`config.mk`:
```
export PLATFORM = sky130hd
export DESIGN_NAME = mem_subsys_top
export DESIGN_NICKNAME = d
export VERILOG_FILES = /design/src/common/bus_pkg.sv /design/src/common/lite_rd_if.sv /design/src/clint/clint_timer.sv /design/src/design/access_counter.sv /design/src/design/mem_subsys_top.sv /design/src/xbar/xbar_read_arbiter.sv /design/src/xbar/xbar_write_channel.sv
export SDC_FILE = /design/constraint.sdc
export NUM_CORES = 1
export LEC_CHECK = 0
export BUFFER_PORTS_ARGS = -buffer_cell sky130_fd_sc_hd__buf_2
export CAP_MARGIN = 20
export CORE_AREA = 2 2 190 192
export DETAILED_ROUTE_END_ITERATION = 10
export DIE_AREA = 0 0 192 194
export GPL_TIMING_DRIVEN = 0
export HOLD_SLACK_MARGIN = 0.05
export PLACE_DENSITY = 0.5
export SYNTH_ARGS = -nofsm -noshare
export SYNTH_HDL_FRONTEND = slang
export SYNTH_SLANG_ARGS = --single-unit
```
`constraint.sdc`:
```
create_clock -name clock -period 6 [get_ports clock]
set_input_delay 1.2 -clock clock [delete_from_list [all_inputs] [get_ports clock]]
set_output_delay 1.2 -clock clock [all_outputs]
set_load 0.05 [all_outputs]
```
`src/common/bus_pkg.sv`:
```
`default_nettype none

package bus_pkg;

	localparam int ADDR_W     = 32;
	localparam int DATA_W     = 32;
	localparam int STRB_W     = DATA_W / 8;
	localparam int CNT_W      = 32;
	localparam int BEAT_CNT_W = 3;

	// external AXI4 field widths
	localparam int AXI_ID_W   = 4;
	localparam int AXI_LEN_W  = 8;
	localparam int IFU_LEN_W  = 4;
	localparam int SIZE_W     = 3;
	localparam int BURST_W    = 2;

	// CLINT window and mtime registers
	localparam logic [ADDR_W-1:0] CLINT_BASE    = 32'h0200_0000;
	localparam logic [ADDR_W-1:0] CLINT_LIMIT   = 32'h0201_0000;
	localparam logic [ADDR_W-1:0] MTIME_LO_ADDR = 32'h0200_bff8;
	localparam logic [ADDR_W-1:0] MTIME_HI_ADDR = 32'h0200_bffc;

	localparam logic [SIZE_W-1:0]   IFU_ARSIZE  = 3'b010; // 4 bytes per beat
	localparam logic [AXI_ID_W-1:0] AXI_ID      = '0;     // only id in use
	localparam logic [BURST_W-1:0]  BURST_FIXED = 2'b00;

	typedef logic [1:0] resp_t;

	localparam resp_t RESP_OKAY = 2'b00;

endpackage

`default_nettype wire

```
`src/common/lite_rd_if.sv`:
```
`timescale 1ns/1ns
`default_nettype none

interface lite_rd_if import bus_pkg::*; ();

	logic [ADDR_W-1:0] araddr;
	logic              arvalid;
	logic              arready;

	logic [DATA_W-1:0] rdata;
	resp_t             rresp;
	logic              rvalid;
	logic              rready;

	modport manager (
		output araddr,
		output arvalid,
		input  arready,
		input  rdata,
		input  rresp,
		input  rvalid,
		output rready
	);

	modport subordinate (
		input  araddr,
		input  arvalid,
		output arready,
		output rdata,
		output rresp,
		output rvalid,
		input  rready
	);

endinterface

`default_nettype wire

```
`src/clint/clint_timer.sv`:
```
`timescale 1ns/1ns
`default_nettype none

module clint_timer import bus_pkg::*; (
	input  logic           clock,
	input  logic           reset,
	lite_rd_if.subordinate bus
);

	logic [2*DATA_W-1:0] mtime;
	logic [DATA_W-1:0]   rd_word;
	logic                ar_fire;
	logic                r_fire;

	assign ar_fire = bus.arvalid && bus.arready;
	assign r_fire  = bus.rvalid && bus.rready;

	// one response in flight at a time
	assign bus.arready = !bus.rvalid;
	assign bus.rresp   = RESP_OKAY;

	always_ff @(posedge clock) begin
		if (reset) begin
			mtime <= '0;
		end else begin
			mtime <= mtime + 1'b1; // free running, one tick per cycle
		end
	end

	always_comb begin
		case (bus.araddr)
			MTIME_LO_ADDR: rd_word = mtime[DATA_W-1:0];
			MTIME_HI_ADDR: rd_word = mtime[2*DATA_W-1:DATA_W];
			default:       rd_word = '0; // rest of the window reads as zero
		endcase
	end

	always_ff @(posedge clock) begin
		if (reset) begin
			bus.rvalid <= 1'b0;
		end else if (ar_fire) begin
			bus.rvalid <= 1'b1;
		end else if (r_fire) begin
			bus.rvalid <= 1'b0;
		end
	end

	always_ff @(posedge clock) begin
		if (ar_fire) begin
			bus.rdata <= rd_word; // sampled at the address cycle
		end
	end

endmodule

`default_nettype wire

```
`src/design/access_counter.sv`:
```
`timescale 1ns/1ns
`default_nettype none

module access_counter import bus_pkg::*; (
	input  logic             clock,
	input  logic             reset,
	input  logic             lsu_reading,
	input  logic             lsu_writing,
	output logic [CNT_W-1:0] lsu_read_cycles,
	output logic [CNT_W-1:0] lsu_write_cycles
);

	always_ff @(posedge clock) begin
		if (reset) begin
			lsu_read_cycles <= '0;
		end else if (lsu_reading && !(&lsu_read_cycles)) begin
			lsu_read_cycles <= lsu_read_cycles + 1'b1; // stops at all ones
		end
	end

	always_ff @(posedge clock) begin
		if (reset) begin
			lsu_write_cycles <= '0;
		end else if (lsu_writing && !(&lsu_write_cycles)) begin
			lsu_write_cycles <= lsu_write_cycles + 1'b1;
		end
	end

endmodule

`default_nettype wire

```
`src/design/mem_subsys_top.sv`:
```
`timescale 1ns/1ns
`default_nettype none

module mem_subsys_top import bus_pkg::*; (
	input  logic                 clock,
	input  logic                 reset,

	input  logic [ADDR_W-1:0]    ifu_araddr,
	input  logic                 ifu_arvalid,
	output logic                 ifu_arready,
	input  logic [BURST_W-1:0]   ifu_arburst,
	input  logic [IFU_LEN_W-1:0] ifu_arlen,
	output logic [DATA_W-1:0]    ifu_rdata,
	output resp_t                ifu_rresp,
	output logic                 ifu_rvalid,
	input  logic                 ifu_rready,

	input  logic [ADDR_W-1:0]    lsu_araddr,
	input  logic                 lsu_arvalid,
	input  logic [SIZE_W-1:0]    lsu_arsize,
	output logic                 lsu_arready,
	output logic [DATA_W-1:0]    lsu_rdata,
	output resp_t                lsu_rresp,
	output logic                 lsu_rvalid,
	input  logic                 lsu_rready,

	input  logic [ADDR_W-1:0]    lsu_awaddr,
	input  logic                 lsu_awvalid,
	input  logic [SIZE_W-1:0]    lsu_awsize,
	output logic                 lsu_awready,
	input  logic [DATA_W-1:0]    lsu_wdata,
	input  logic [STRB_W-1:0]    lsu_wstrb,
	input  logic                 lsu_wvalid,
	output logic                 lsu_wready,
	output resp_t                lsu_bresp,
	output logic                 lsu_bvalid,
	input  logic                 lsu_bready,

	input  logic                 io_master_awready,
	output logic                 io_master_awvalid,
	output logic [ADDR_W-1:0]    io_master_awaddr,
	output logic [AXI_ID_W-1:0]  io_master_awid,
	output logic [AXI_LEN_W-1:0] io_master_awlen,
	output logic [SIZE_W-1:0]    io_master_awsize,
	output logic [BURST_W-1:0]   io_master_awburst,
	input  logic                 io_master_wready,
	output logic                 io_master_wvalid,
	output logic [DATA_W-1:0]    io_master_wdata,
	output logic [STRB_W-1:0]    io_master_wstrb,
	output logic                 io_master_wlast,
	output logic                 io_master_bready,
	input  logic                 io_master_bvalid,
	input  resp_t                io_master_bresp,
	input  logic [AXI_ID_W-1:0]  io_master_bid,
	input  logic                 io_master_arready,
	output logic                 io_master_arvalid,
	output logic [ADDR_W-1:0]    io_master_araddr,
	output logic [AXI_ID_W-1:0]  io_master_arid,
	output logic [AXI_LEN_W-1:0] io_master_arlen,
	output logic [SIZE_W-1:0]    io_master_arsize,
	output logic [BURST_W-1:0]   io_master_arburst,
	output logic                 io_master_rready,
	input  logic                 io_master_rvalid,
	input  resp_t                io_master_rresp,
	input  logic [DATA_W-1:0]    io_master_rdata,
	input  logic                 io_master_rlast,
	input  logic [AXI_ID_W-1:0]  io_master_rid,

	output logic [CNT_W-1:0]     lsu_read_cycles,
	output logic [CNT_W-1:0]     lsu_write_cycles
);

	logic lsu_reading;
	logic lsu_writing;

	lite_rd_if clint_rd ();

	xbar_read_arbiter u_read_arbiter (
		.clock, .reset,
		.ifu_araddr, .ifu_arvalid, .ifu_arready, .ifu_arburst, .ifu_arlen,
		.ifu_rdata, .ifu_rresp, .ifu_rvalid, .ifu_rready,
		.lsu_araddr, .lsu_arvalid, .lsu_arsize, .lsu_arready,
		.lsu_rdata, .lsu_rresp, .lsu_rvalid, .lsu_rready,
		.io_master_arready, .io_master_arvalid, .io_master_araddr, .io_master_arid,
		.io_master_arlen, .io_master_arsize, .io_master_arburst,
		.io_master_rready, .io_master_rvalid, .io_master_rresp, .io_master_rdata,
		.io_master_rlast, .io_master_rid,
		.clint       (clint_rd.manager),
		.lsu_reading
	);

	xbar_write_channel u_write_channel (
		.clock, .reset,
		.lsu_awaddr, .lsu_awvalid, .lsu_awsize, .lsu_awready,
		.lsu_wdata, .lsu_wstrb, .lsu_wvalid, .lsu_wready,
		.lsu_bresp, .lsu_bvalid, .lsu_bready,
		.io_master_awready, .io_master_awvalid, .io_master_awaddr, .io_master_awid,
		.io_master_awlen, .io_master_awsize, .io_master_awburst,
		.io_master_wready, .io_master_wvalid, .io_master_wdata, .io_master_wstrb,
		.io_master_wlast,
		.io_master_bready, .io_master_bvalid, .io_master_bresp, .io_master_bid,
		.lsu_writing
	);

	clint_timer u_clint (
		.clock,
		.reset,
		.bus (clint_rd.subordinate)
	);

	access_counter u_access_counter (
		.clock, .reset,
		.lsu_reading, .lsu_writing,
		.lsu_read_cycles, .lsu_write_cycles
	);

endmodule

`default_nettype wire

```
`src/xbar/xbar_read_arbiter.sv`:
```
`timescale 1ns/1ns
`default_nettype none

module xbar_read_arbiter import bus_pkg::*; (
	input  logic                 clock,
	input  logic                 reset,

	input  logic [ADDR_W-1:0]    ifu_araddr,
	input  logic                 ifu_arvalid,
	output logic                 ifu_arready,
	input  logic [BURST_W-1:0]   ifu_arburst,
	input  logic [IFU_LEN_W-1:0] ifu_arlen,
	output logic [DATA_W-1:0]    ifu_rdata,
	output resp_t                ifu_rresp,
	output logic                 ifu_rvalid,
	input  logic                 ifu_rready,

	input  logic [ADDR_W-1:0]    lsu_araddr,
	input  logic                 lsu_arvalid,
	input  logic [SIZE_W-1:0]    lsu_arsize,
	output logic                 lsu_arready,
	output logic [DATA_W-1:0]    lsu_rdata,
	output resp_t                lsu_rresp,
	output logic                 lsu_rvalid,
	input  logic                 lsu_rready,

	input  logic                 io_master_arready,
	output logic                 io_master_arvalid,
	output logic [ADDR_W-1:0]    io_master_araddr,
	output logic [AXI_ID_W-1:0]  io_master_arid,
	output logic [AXI_LEN_W-1:0] io_master_arlen,
	output logic [SIZE_W-1:0]    io_master_arsize,
	output logic [BURST_W-1:0]   io_master_arburst,
	output logic                 io_master_rready,
	input  logic                 io_master_rvalid,
	input  resp_t                io_master_rresp,
	input  logic [DATA_W-1:0]    io_master_rdata,
	input  logic                 io_master_rlast,
	input  logic [AXI_ID_W-1:0]  io_master_rid,

	lite_rd_if.manager           clint,
	output logic                 lsu_reading
);

	logic                  ifu_reading;
	logic [BEAT_CNT_W-1:0] beat_cnt;
	logic                  clint_hit;
	logic                  soc_rvalid;
	logic                  soc_ar_fire;
	logic                  soc_r_fire;
	logic                  ifu_done;
	logic                  lsu_done;

	assign clint_hit   = (lsu_araddr >= CLINT_BASE) && (lsu_araddr < CLINT_LIMIT);
	assign soc_rvalid  = io_master_rvalid && (io_master_rid == AXI_ID);
	assign soc_ar_fire = io_master_arvalid && io_master_arready;
	assign soc_r_fire  = soc_rvalid && io_master_rready;

	// counter at zero marks the last beat, rlast closes it as well
	assign ifu_done = ifu_rvalid && ifu_rready && ((beat_cnt == '0) || io_master_rlast);
	assign lsu_done = lsu_rvalid && lsu_rready;

	always_ff @(posedge clock) begin
		if (reset) begin
			ifu_reading <= 1'b0;
			lsu_reading <= 1'b0;
		end else begin
			ifu_reading <= (!ifu_reading && !lsu_reading && ifu_arvalid)
				|| (ifu_reading && !ifu_done);
			lsu_reading <= (!ifu_reading && !lsu_reading && !ifu_arvalid && lsu_arvalid)
				|| (lsu_reading && !lsu_done); // ifu wins a tie
		end
	end

	always_ff @(posedge clock) begin
		if (reset) begin
			beat_cnt <= '0;
		end else if (soc_r_fire) begin
			beat_cnt <= beat_cnt - 1'b1;
		end else if (soc_ar_fire) begin
			beat_cnt <= io_master_arlen[BEAT_CNT_W-1:0];
		end
	end

	assign io_master_arid = AXI_ID;

	always_comb begin
		io_master_arvalid = 1'b0;
		io_master_araddr  = '0;
		io_master_arlen   = '0;
		io_master_arsize  = '0;
		io_master_arburst = BURST_FIXED;
		io_master_rready  = 1'b0;
		clint.arvalid     = 1'b0;
		clint.araddr      = '0;
		clint.rready      = 1'b0;
		ifu_arready       = 1'b0;
		ifu_rvalid        = 1'b0;
		ifu_rdata         = '0;
		ifu_rresp         = RESP_OKAY;
		lsu_arready       = 1'b0;
		lsu_rvalid        = 1'b0;
		lsu_rdata         = '0;
		lsu_rresp         = RESP_OKAY;
		if (ifu_reading) begin
			io_master_arvalid = ifu_arvalid;
			io_master_araddr  = ifu_araddr;
			io_master_arlen   = {{(AXI_LEN_W - IFU_LEN_W){1'b0}}, ifu_arlen};
			io_master_arsize  = IFU_ARSIZE;
			io_master_arburst = ifu_arburst;
			io_master_rready  = ifu_rready;
			ifu_arready       = io_master_arready;
			ifu_rvalid        = soc_rvalid;
			ifu_rdata         = io_master_rdata;
			ifu_rresp         = io_master_rresp;
		end else if (lsu_reading && clint_hit) begin
			clint.arvalid = lsu_arvalid;
			clint.araddr  = lsu_araddr;
			clint.rready  = lsu_rready;
			lsu_arready   = clint.arready;
			lsu_rvalid    = clint.rvalid;
			lsu_rdata     = clint.rdata;
			lsu_rresp     = clint.rresp;
		end else if (lsu_reading) begin
			io_master_arvalid = lsu_arvalid; // single beat, len 0
			io_master_araddr  = lsu_araddr;
			io_master_arsize  = lsu_arsize;
			io_master_rready  = lsu_rready;
			lsu_arready       = io_master_arready;
			lsu_rvalid        = soc_rvalid;
			lsu_rdata         = io_master_rdata;
			lsu_rresp         = io_master_rresp;
		end
	end

endmodule

`default_nettype wire

```
`src/xbar/xbar_write_channel.sv`:
```
`timescale 1ns/1ns
`default_nettype none

module xbar_write_channel import bus_pkg::*; (
	input  logic                 clock,
	input  logic                 reset,

	input  logic [ADDR_W-1:0]    lsu_awaddr,
	input  logic                 lsu_awvalid,
	input  logic [SIZE_W-1:0]    lsu_awsize,
	output logic                 lsu_awready,
	input  logic [DATA_W-1:0]    lsu_wdata,
	input  logic [STRB_W-1:0]    lsu_wstrb,
	input  logic                 lsu_wvalid,
	output logic                 lsu_wready,
	output resp_t                lsu_bresp,
	output logic                 lsu_bvalid,
	input  logic                 lsu_bready,

	input  logic                 io_master_awready,
	output logic                 io_master_awvalid,
	output logic [ADDR_W-1:0]    io_master_awaddr,
	output logic [AXI_ID_W-1:0]  io_master_awid,
	output logic [AXI_LEN_W-1:0] io_master_awlen,
	output logic [SIZE_W-1:0]    io_master_awsize,
	output logic [BURST_W-1:0]   io_master_awburst,
	input  logic                 io_master_wready,
	output logic                 io_master_wvalid,
	output logic [DATA_W-1:0]    io_master_wdata,
	output logic [STRB_W-1:0]    io_master_wstrb,
	output logic                 io_master_wlast,
	output logic                 io_master_bready,
	input  logic                 io_master_bvalid,
	input  resp_t                io_master_bresp,
	input  logic [AXI_ID_W-1:0]  io_master_bid,

	output logic                 lsu_writing
);

	assign lsu_awready       = io_master_awready;
	assign io_master_awvalid = lsu_awvalid;
	assign io_master_awaddr  = lsu_awaddr;
	assign io_master_awid    = AXI_ID;
	assign io_master_awlen   = '0; // every write is one beat
	assign io_master_awsize  = lsu_awsize;
	assign io_master_awburst = BURST_FIXED;

	assign lsu_wready        = io_master_wready;
	assign io_master_wvalid  = lsu_wvalid;
	assign io_master_wdata   = lsu_wdata;
	assign io_master_wstrb   = lsu_wstrb;
	assign io_master_wlast   = lsu_wvalid;

	assign io_master_bready  = lsu_bready;
	assign lsu_bvalid        = io_master_bvalid && (io_master_bid == AXI_ID);
	assign lsu_bresp         = io_master_bresp;

	always_ff @(posedge clock) begin
		if (reset) begin
			lsu_writing <= 1'b0;
		end else if (lsu_awvalid) begin
			lsu_writing <= 1'b1;
		end else if (lsu_bvalid && lsu_bready) begin
			lsu_writing <= 1'b0; // response taken, write done
		end
	end

endmodule

`default_nettype wire
```
# Word-level counts from Yosys, hierarchy flattened
# Cells that the tools add are included.
[classes] muxes=43 add_sub_neg=4 n_reduce_logical=39 eq_ne=2 n_lt_le_gt_ge=2
[ops] op="$mux W32" count=9
[ops] op="$add A32 B1 Y32 const B" count=2
[ops] op="$add A64 B1 Y64 const B" count=1
[ops] op="$eq A32 B26 Y1 const B" count=2
[ops] op="$pmux W32 S2" count=1
[ops] op="$reduce_and A32 Y1" count=2
[ops] op="$ge A32 B26 Y1 const B" count=1
[ops] op="$lt A32 B26 Y1 const B" count=1
[ops] op="$mux W1" count=22
[ops] op="$logic_and A1 B1 Y1" count=20
[ops] op="$mux W3" count=5
[ops] op="$mux W2" count=5
[ops] op="$logic_not A1 Y1" count=8
[ops] op="$logic_not A4 Y1" count=2
[ops] op="$reduce_bool A2 Y1" count=3
[ops] op="$mux W4" count=1
[ops] op="$logic_not A3 Y1" count=1
[ops] op="$logic_or A1 B1 Y1" count=3
[ops] op="$sub A3 B1 Y3 const B" count=1
[totals] wordCells=99 in_bits=203 ff_bits=167

# Depth between registers and ports, before layout
# Gate-level depths: netlist of the first run.
[depth] depth_word=9 depth_mapped=8 depth_no_buf=6

# By module
# Synthesis of the first run repeated with hierarchy kept, for this count alone.
[hier_totals] cells_unflattened=1190 area_unflattened_um2=10287.4
[modules_own_cells] mod="clint_timer" area_each_um2=4367.9 instances=1 seq_area_each_um2=2262.2 cells_each=443
[modules_own_cells] mod="access_counter" area_each_um2=3274.4 instances=1 seq_area_each_um2=1281.2 cells_each=398
[modules_own_cells] mod="xbar_read_arbiter" area_each_um2=1888.1 instances=1 seq_area_each_um2=100.1 cells_each=248
[modules_own_cells] mod="xbar_write_channel" area_each_um2=757.0 instances=1 seq_area_each_um2=20.0 cells_each=101

# Least setup slack after synthesis of the first run
# Ideal clock, no wire load.
[synth_path] path_type="input to output" start="in lsu_araddr[30]" end="out lsu_rdata[10]" required_ns=4.800 cell_stages=6 arrival_ns=3.136 path_buffers=2 slack_ns=1.664 path_cell_list="nor4b_1 > and4_1 > clkbuf_1 > buf_1 > nand2_1 > a21oi_1"
[synth_via] elab_chain_cells=5
[synth_lines] element="start: declaration" line_no="mem_subsys_top.sv:18" source="input logic [ADDR_W-1:0] lsu_araddr,"
[synth_lines] element="$ge A32 B26 Y1 or $lt A32 B26 Y1 (tied branches)" line_no="xbar_read_arbiter.sv:54" source="assign clint_hit = (lsu_araddr >= CLINT_BASE) && (lsu_araddr < CLINT_LIMIT);"
[synth_lines] element="$logic_and A1 B1 Y1 (*)" line_no="xbar_read_arbiter.sv:54"
[synth_lines] element="$logic_and A1 B1 Y1 (*)" line_no="xbar_read_arbiter.sv:116" source="end else if (lsu_reading && clint_hit) begin"
[synth_lines] element="$mux W32 (*)" line_no="xbar_read_arbiter.sv:116"
[synth_lines] element="$mux W32 (*)" line_no="xbar_read_arbiter.sv:105" source="if (ifu_reading) begin"
[synth_lines] element="end: declaration" line_no="mem_subsys_top.sv:22" source="output logic [DATA_W-1:0] lsu_rdata,"
# Mark *: on every way between the ends. The rest lies on a longest branch, timed or not.

# Worst setup path in the final report of the first run
[layout_path] start="in lsu_araddr[16]" end="out lsu_rdata[27]"
# Same word-level chain as after synthesis.

==> out/metrics.cfg, run 1 <==
[status]
status = complete, no violations

[drt]
drt-initial-drc-count = 850
vias = 10700
firstDrtPassIters = 5
ant_nets = 0
vias_per_cell = 5.11
wirelength_um = 45600
avgRoutedWirePerCell_um = 21.7
drc = 0

[clock_tree]
cts.sinks = 167
cts_tree = yes
insertion_delay_ns = 0.44
cts_max_path_buffers = 2
numCtsBuffers = 17
ctsHtreeMaxLevel = 4
cts.clk_slew.worst_paths_ns = 0.06
ctsResizeCount = 0
postCtsSetupRepairBufs = 0
hold_buffers = 0
cts-root-buf = clkbuf_16

[grt]
antenna_found_initial = 10
grt_use_total = 0.236
grt_pass1_vias = 9918
grt_overflow = 0
grt_max_degree = 26
grt_pass1_wl_um = 65400

[sta]
period_needed_ns = 4.91
relSlewSlack = 0.387
hold_violations = 0
finalSetupViolCount = 0
slew_violations = 0
fin_skew_ns = 0.0196
fmax_ghz = 0.204
hold_slack_ns = 0.468
rsz0062_at_grt = false
tns_ns = 0
tightest_slew_ns = 0.911
period_share = 0.818

[synthesis]
synth_area_mm2 = 0.00979
syn_avg_cell_area_um2 = 8.20
yosysWarnings = 0
ys_dominant_reg_cell = dfxtp_1
ys_ff_latch = 167
synth_edf_count = 32
synth-seq-area-share = 0.374
synth-async-reset-ratio = 0
yosys.cell_types.count = 52
syn-instance-count = 1194

[floorplanning]
core-area_mm2 = 0.0352
initial_core_util = 0.278
core.rowCount = 69
fp.dieH_um = 194
die_w_um = 192
ios = 484
die-area_mm2 = 0.0372

[final_layout]
layout_common_cells = 389 x buf_2, 135 x dfxtp_1, 121 x nand2_1
design_area_mm2 = 0.0130
final_net_count = 1828
multi_input_area_mm2 = 0.00512
fillers = 3771
drive_above_1_share = 0.328
area_growth_pct = 33.2
regArea_mm2 = 0.00366
final_common_cell = buf_2

[worst_setup_path]
worstRegToRegCells = 7
cp.required_ns = 4.80
crit_top_cell = buf_2
cp-startpoint = lsu_araddr[16]
slowest_stage = buf_1
rr_startpoint = u_clint.mtime[0]
r2r-end = u_clint.mtime[54]
arrival_ns = 3.71
cp_slowest_stage_delay_ns = 0.54
cp-start-kind = input port
critPathCapture = lsu_rdata[27]
criticalPathCategory = in2out
cp_cell_sequence = buf_2 -> nor4_1 -> and4_1 -> clkbuf_1 -> buf_1 -> nand2_1 -> a21oi_1 -> buf_2
crit_fanout = 10
worstSetupEndpointType = output port
worst-r2r-setup-slack_ns = 2.83

[placement]
dpl_cell_area_mm2 = 0.0124
io_buffers = 385
globalplace.congestion = 0.904
hpwlAfterDp_um = 37500

[flow_run]
drv_cap = 0

[pwr]
power.density_mw_per_mm2 = 226
leakagePower_uw = 0.00557
ir_worst_vdd_mv = 0.135

[min_path]
hp-class = reg2reg

how the worst min path moves through the flow:
stage                               startpoint                          to  cells after the start
floorplan           u_read_arbiter.beat_cnt[1]  u_read_arbiter.beat_cnt[1]                      2
global placement    u_read_arbiter.beat_cnt[1]  u_read_arbiter.beat_cnt[1]                      2
detailed placement  u_read_arbiter.beat_cnt[1]  u_read_arbiter.beat_cnt[1]                      2
CTS                 u_read_arbiter.beat_cnt[1]  u_read_arbiter.beat_cnt[1]                      2
global route        u_read_arbiter.beat_cnt[1]  u_read_arbiter.beat_cnt[1]                      2
finish              u_read_arbiter.beat_cnt[1]  u_read_arbiter.beat_cnt[1]                      2
worst max-delay path, delay by kind of cell:
kind / cells / cell delay, ns
AOI/OAI and AO/OA: 1 / 0.29
buffers and inverters: 4 / 1.48
and+or+nand+nor: 3 / 0.73
flip-flops by register name, indices dropped and copies added, names as in the netlist:
| signal | flops |
|---|---|
| u_access_counter.lsu_read_cycles | 32 |
| u_access_counter.lsu_write_cycles | 32 |
| u_clint.bus.rdata | 32 |
| u_clint.bus.rvalid | 1 |
| u_clint.mtime | 64 |
| u_read_arbiter.beat_cnt | 3 |
| u_read_arbiter.ifu_reading | 1 |
| u_read_arbiter.lsu_reading | 1 |
| u_write_channel.lsu_writing | 1 |
Yosys cell counts, types with 6 or more instances:
| library cell | instances | share of area |
|---|---|---|
| o31ai_1 | 23 | 0.018 |
| nor2b_1 | 8 | 0.0051 |
| nor2_1 | 76 | 0.029 |
| nand4_1 | 51 | 0.033 |
| o21ai_0 | 49 | 0.025 |
| nor4_1 | 19 | 0.012 |
| nand2_1 | 121 | 0.046 |
| nor3_1 | 10 | 0.0051 |
| buf_4 | 101 | 0.077 |
| or4_1 | 24 | 0.018 |
| dfxtp_1 | 135 | 0.28 |
| a21oi_1 | 110 | 0.056 |
| and2_1 | 56 | 0.036 |
| and4_1 | 18 | 0.016 |
| mux2_2 | 6 | 0.0069 |
| edfxtp_1 | 32 | 0.098 |
| or3_1 | 46 | 0.029 |
| clkbuf_1 | 55 | 0.021 |
| inv_1 | 23 | 0.0088 |
| and3_1 | 21 | 0.013 |
| nand3_1 | 37 | 0.019 |
| xnor2_1 | 26 | 0.023 |
| xor2_1 | 22 | 0.020 |
| a22o_1 | 63 | 0.056 |
power breakdown:
group	total (uW)	switching, uW	internal (uW)	leakage (uW)
Clock	1170	499	676	0.000312
Sequential	1150	8.27	1140	0.00144
Combinational	619	457	163	0.00382
Total	2950	964	1980	0.00557
logic make-up (layout without fill, tap and decap cells):
group / after synthesis / in the layout / synth area share
other cells: 1 / 25 / 0.000383
flops: 167 / 167 / 0.374
xor+xnor: 48 / 48 / 0.0429
compound gates: 276 / 276 / 0.181
simple gates: 504 / 504 / 0.277
buf+inv: 187 / 605 / 0.111
mux: 6 / 6 / 0.00690
fa+ha+maj: 5 / 5 / 0.00639
per-stage QoR:
stage / total power [uW] / setup slack [ns] / utilization / cells
floorplan: 1610 / 1.66 / - / 1215
global placement: 1790 / 0.989 / 0.351 / 2061
detailed placement: 1800 / 0.969 / 0.352 / 2062
CTS: 2970 / 1.00 / 0.370 / 2094
global route: 3040 / 0.928 / 0.370 / 2096
finish: 2950 / 1.09 / 0.370 / 2097
layout make-up:
| class | count | share of cell area |
|---|---|---|
| Buffer | 164 | 0.0767 |
| Inverter | 23 | 0.00662 |
| Antenna cell | 3 | 0.000576 |
| Multi-Input combinational cell | 861 | 0.393 |
| Clock buffer | 20 | 0.0367 |
| Timing Repair Buffer | 386 | 0.150 |
| Sequential cell | 167 | 0.281 |
| Clock inverter | 12 | 0.0117 |
| Tap cell | 461 | 0.0442 |
layer usage:
metal,vias to the layer above,GRT usage,part of all wire
met2,384,0.399,0.48
li1,5098,-,-
met3,46,0.0304,0.052
met1,5184,0.321,0.45
met5,-,0,0
met4,0,0.0506,0.015
(Power assumes the default switching activity.)
==> run 2: changes to the inputs <==
- CORE_AREA: 2 2 190 192 -> 2 2 186 188
- DIE_AREA: 0 0 192 194 -> 0 0 188 190
- PLACE_DENSITY: 0.5 -> 0.52
- clock period: 6 -> 4.91 ns (I/O delays scaled with it)
==> run 2 against run 1 <==
Compared with the run above: via count shrank 1.3%; combinational power rose by 23%; count of clock-buffer cells in the layout shrank 3; first-iteration DRC count fell by 12%; core utilization is 1.2 points higher; cell count is 0.33% lower; clock skew shrank 0.0027 ns; hold slack better by 0.024 ns; total power is 19% higher; sequential cell count did not move; global-route usage is 0.81 points higher; sequential share of layout area is 0.15 points higher; critical path type unchanged; critical endpoint is now lsu_rdata[26].
==> out/metrics.cfg, run 2 (synthesized netlist as in run 1, its figures left out) <==
[pwr]
power.density_mw_per_mm2 = 270
ir_worst_vdd_mv = 0.176
leakagePower_uw = 0.00555

[grt]
grt_max_degree = 26
grt_use_total = 0.244
grt_overflow = 0
grt_pass1_wl_um = 65400
grt_pass1_vias = 9954
antenna_found_initial = 6

[clock_tree]
ctsHtreeMaxLevel = 4
cts_tree = yes
postCtsSetupRepairBufs = 0
ctsResizeCount = 0
insertion_delay_ns = 0.45
cts.sinks = 167
hold_buffers = 0
numCtsBuffers = 17
cts_max_path_buffers = 2
cts.clk_slew.worst_paths_ns = 0.08
cts-root-buf = clkbuf_16

[placement]
dpl_cell_area_mm2 = 0.0124
post-place-ws_ns = 0.412
io_buffers = 385
globalplace.congestion = 1.03
hpwlAfterDp_um = 37300

[floorplanning]
die-area_mm2 = 0.0357
fp.dieH_um = 190
core.rowCount = 68
initial_core_util = 0.288
die_w_um = 188
ios = 484
core-area_mm2 = 0.0339

[drt]
firstDrtPassIters = 6
drc = 0
ant_nets = 0
wirelength_um = 45200
vias_per_cell = 5.06
drt-initial-drc-count = 752
vias = 10600
avgRoutedWirePerCell_um = 21.6

[flow_run]
drv_cap = 0

[worst_setup_path]
arrival_ns = 3.47
cp.required_ns = 3.93
cp-start-kind = input port
worst-r2r-setup-slack_ns = 1.81
worstSetupEndpointType = output port
crit_fanout = 10
criticalPathCategory = in2out

[status]
status = complete, no violations

[final_layout]
area_growth_pct = 32.5
regMostFlops = u_clint.mtime
final_net_count = 1828
largest_reg_flops = 64
drive_above_1_share = 0.328
final_common_cell = buf_2
design_area_mm2 = 0.0130
layout_common_cells = 389 x buf_2, 135 x dfxtp_1, 121 x nand2_1

[sta]
slew_violations = 0
fmax_ghz = 0.225
rsz0062_at_grt = false
period_share = 0.906
hold_violations = 0
finalSetupViolCount = 0
tns_ns = 0
tightest_slew_ns = 0.896
setup_slack_ns = 0.461
relSlewSlack = 0.397
fin_skew_ns = 0.0169
period_needed_ns = 4.45

[min_path]
hp-class = reg2reg

run 2: worst paths after layout:
check | from | endpoint | cells past startpoint
max reg2reg | u_clint.mtime[2] | u_clint.mtime[55] | 8
min reg2reg | u_read_arbiter.beat_cnt[2] | u_read_arbiter.beat_cnt[2] | 2
min | u_read_arbiter.beat_cnt[2] | u_read_arbiter.beat_cnt[2] | 2
max | lsu_araddr[18] | lsu_rdata[26] | 8
run 2: cell type report:
class,instances,area (um2)
Inverter,23,86.3
Clock inverter,15,145
Tap cell,455,569
Sequential cell,167,3660
Clock buffer,17,425
Antenna cell,2,5.00
Fill cell,3559,21000
Buffer,164,1000
Timing Repair Buffer,386,1950
Multi-Input combinational cell,861,5120
run 2: metal layers:
metal  share of wire  track usage  vias to the layer above  wire length (um)
met5         0.00029            0                        -                13
met4           0.015       0.0521                        2               660
met3           0.055       0.0393                       36              2490
met2            0.48        0.411                      382             21700
met1            0.45        0.329                     5051             20300
li1                -            -                     5105                 -
run 2: power by group:
part	switching [uW]	internal [uW]	leakage [uW]
clock network	648	679	0.000285
logic	565	199	0.00382
registers	10.0	1400	0.00144
run 2: worst max-delay path, stage by stage:
cell	delay (ns)
buf_2	0.15
nor4_1	0.35
and4_1	0.24
clkbuf_1	0.49
buf_1	0.54
nand2_1	0.11
a21oi_1	0.26
buf_2	0.34
run 2: through the flow:
step	instances	utilization	total power (uW)	hold WS (ns)
4_1_cts	2088	0.382	3520	0.494
2_1_floorplan	1215	-	1970	0.445
5_1_grt	2088	0.382	3610	0.510
3_5_place_dp	2056	0.365	2200	0.482
6_report	2090	0.382	3500	0.492
3_3_place_gp	2055	0.364	2200	0.458
==> run 3: changes to the inputs <==
- CORE_AREA: 2 2 186 188 -> 2 2 189 191
- DIE_AREA: 0 0 188 190 -> 0 0 191 193
- SYNTH_HIERARCHICAL: unset -> 1
==> run 3 against run 2 <==
Compared with the run above: cell count grew 0.91%; sequential power is essentially flat; critical path depth grew 4; sequential cell count is the same; via count grew 1.8%; design area grew 4.9%; synthesized cell count shrank 0.34%; critical endpoint is now u_clint/bus.rdata[17]; highest routed layer unchanged.
==> out/metrics.cfg, run 3 <==
[pwr]
p_switching_uw = 1160
ir_worst_vdd_mv = 0.268
p_sw_frac = 0.321
leakagePower_uw = 0.00589
clkPwrFrac = 0.391
combPwrFrac = 0.219
power.total_uw = 3610
p_seq_frac = 0.390
intPower_uw = 2450
power.density_mw_per_mm2 = 266

[clock_tree]
cts.sinks = 167
ctsHtreeMaxLevel = 4
numCtsBuffers = 17
hold_buffers = 0
cts.clk_slew.worst_paths_ns = 0.07
cts-root-buf = clkbuf_16
insertion_delay_ns = 0.43
cts_tree = yes
cts_max_path_buffers = 2

[drt]
drc = 0
vias = 10800
avgRoutedWirePerCell_um = 20.7
ant_nets = 0
wirelength_um = 43700
drt-initial-drc-count = 741
firstDrtPassIters = 6
vias_per_cell = 5.11

[sta]
relSlewSlack = 0.403
fmax_ghz = 0.216
period_share = 0.945
hold_violations = 0
rsz0062_at_grt = false
slew_violations = 0
fin_skew_ns = 0.0113
period_needed_ns = 4.64
finalSetupViolCount = 0
tightest_slew_ns = 0.888

[final_layout]
finalNonFillerCells = 2109
regArea_mm2 = 0.00366
drive_above_1_share = 0.364
area_growth_pct = 32.2
final_net_count = 1840
design_area_mm2 = 0.0136
regMostFlops = u_clint/mtime
fillers = 3647
final_common_cell = buf_2
largest_reg_flops = 64
multi_input_area_mm2 = 0.00552
fin_util = 0.389
layout_common_cells = 396 x buf_2, 135 x dfxtp_1, 120 x buf_4

[min_path]
hp-class = reg2reg
worstHoldStart = u_clint/mtime[53]

[floorplanning]
core.rowCount = 69
fp.dieH_um = 193
die-area_mm2 = 0.0369
die_w_um = 191
core-area_mm2 = 0.0350
ios = 484
initial_core_util = 0.294

[grt]
grt_pass1_vias = 9482
grt_use_total = 0.225
antenna_found_initial = 4
grt_overflow = 0
grt_pass1_wl_um = 61100
grt_max_degree = 23

[synthesis]
synth-async-reset-ratio = 0
synth_area_mm2 = 0.0103
yosysWarnings = 6
ys_ff_latch = 167
synth-seq-area-share = 0.356
synth_edf_count = 32
synth.area.top_cells = dfxtp_1 26%, edfxtp_1 9.3%, buf_4 8.8%, a22o_1 8.3%, and2_1 3.8%
yosys.cell_types.count = 73
synth_top_area_share = 0.263
synthMostInstantiatedCell = dfxtp_1
synth.largest_area_cell = dfxtp_1
syn_avg_cell_area_um2 = 8.64
ys_dominant_reg_cell = dfxtp_1
syn-instance-count = 1190
synth_common_cells = 135 x dfxtp_1, 120 x buf_4, 98 x a22o_1, 94 x nor2_1, 67 x a21oi_1

[worst_setup_path]
rr_startpoint = u_read_arbiter/lsu_reading
cp_cell_sequence = buf_2 -> nor4_4 -> nand3_2 -> nor3_4 -> buf_6 -> and2_1 -> nor4b_1 -> nand4_1 -> or4_1 -> nor2_1 -> clkbuf_1 -> a22o_1
cp.required_ns = 5.19
criticalPathCategory = in2reg
arrival_ns = 4.91
cp-start-kind = input port
cp-startpoint = lsu_araddr[31]
cp_slowest_stage_delay_ns = 0.61
slowest_stage = or4_1
crit_fanout = 10
worstSetupEndpointType = flop

[placement]
dpl_cell_area_mm2 = 0.0130
hpwlAfterDp_um = 35200
globalplace.congestion = 0.980
dp_cells = 2073
io_buffers = 385

[status]
status = complete, no violations

[flow_run]
drv_cap = 0

-- run 3: changes by cell type after synthesis, moves of 10 or more --
cell / delta
a21oi_1: -43
a22o_1: +35
buf_4: +19
clkbuf_1: -18
nand2_1: -61
nand3_1: +12
nor2_1: +18
nor3_1: +10
xor2_1: +10
-- run 3: cell type report --
cell class / count / share of cell area
tap: 461 / 0.0424
buffer: 176 / 0.0870
inverter: 18 / 0.00497
clock buffer: 23 / 0.0375
sequential: 167 / 0.269
multi-input combinational: 865 / 0.406
clock inverter: 9 / 0.00801
antenna: 3 / 0.000552
timing repair buffer: 387 / 0.144
-- run 3: final timing paths --
kind,slack [ns],depth (start not counted),end
worst min register to register,0.50,2,u_clint/mtime[53]
worst max-delay path,0.27,12,u_clint/bus.rdata[17]
worst max register to register,0.43,12,u_clint/bus.rdata[17]
worst min-delay path,0.50,2,u_clint/mtime[53]
-- run 3: what timing repair did --
action	in CTS	in global routing
resized for setup	0	8
buffers inserted	0	0
hold endpoints to repair	0	0
endpoints found under the setup margin	0	7
-- run 3: cells by family (layout without fill, tap and decap cells) --
family | count (synthesis) | in the layout | synth area share
AO/OA/AOI/OAI | 256 | 256 | 0.176
XOR/XNOR | 55 | 55 | 0.0468
adder cells (fa/ha/maj) | 5 | 5 | 0.00608
buffers and inverters | 194 | 613 | 0.121
flip-flops | 167 | 167 | 0.356
multiplexers | 10 | 10 | 0.0106
other | 3 | 42 | 0.00109
AND/OR/NAND/NOR | 500 | 500 | 0.283
-- run 3: critical path: cells and delay by family --
| family | cells | cell delay, ns |
|---|---|---|
| AOI/OAI and AO/OA | 1 | 0.28 |
| and+or+nand+nor | 8 | 2.73 |
| buffers and inverters | 3 | 0.91 |
-- run 3: per-layer routing --
layer | up-vias | GRT usage | share of wire
met5 | - | 0 | 0.00030
met4 | 2 | 0.0623 | 0.017
met3 | 43 | 0.0657 | 0.077
met2 | 377 | 0.362 | 0.47
met1 | 5210 | 0.294 | 0.44
li1 | 5138 | - | -
-- run 3: power by group through the flow --
| stage | registers [uW] | logic (uW) | clock network (uW) |
|---|---|---|---|
| finish | 1410 | 790 | 1410 |
| detailed placement | 1440 | 786 | 0 |
| global placement | 1440 | 788 | 0 |
| global route | 1410 | 825 | 1510 |
| floorplan | 1450 | 549 | 0 |
| CTS | 1410 | 788 | 1450 |
-- run 3: through the flow --
step,worst slack (ns),TNS (ns),hold slack (ns)
floorplan,0.897,0,0.441
global route,0.0135,0,0.526
global placement,-0.474,-19.84,0.490
finish,0.272,0,0.499
detailed placement,-0.302,-6.99,0.488
CTS,0.145,0,0.498
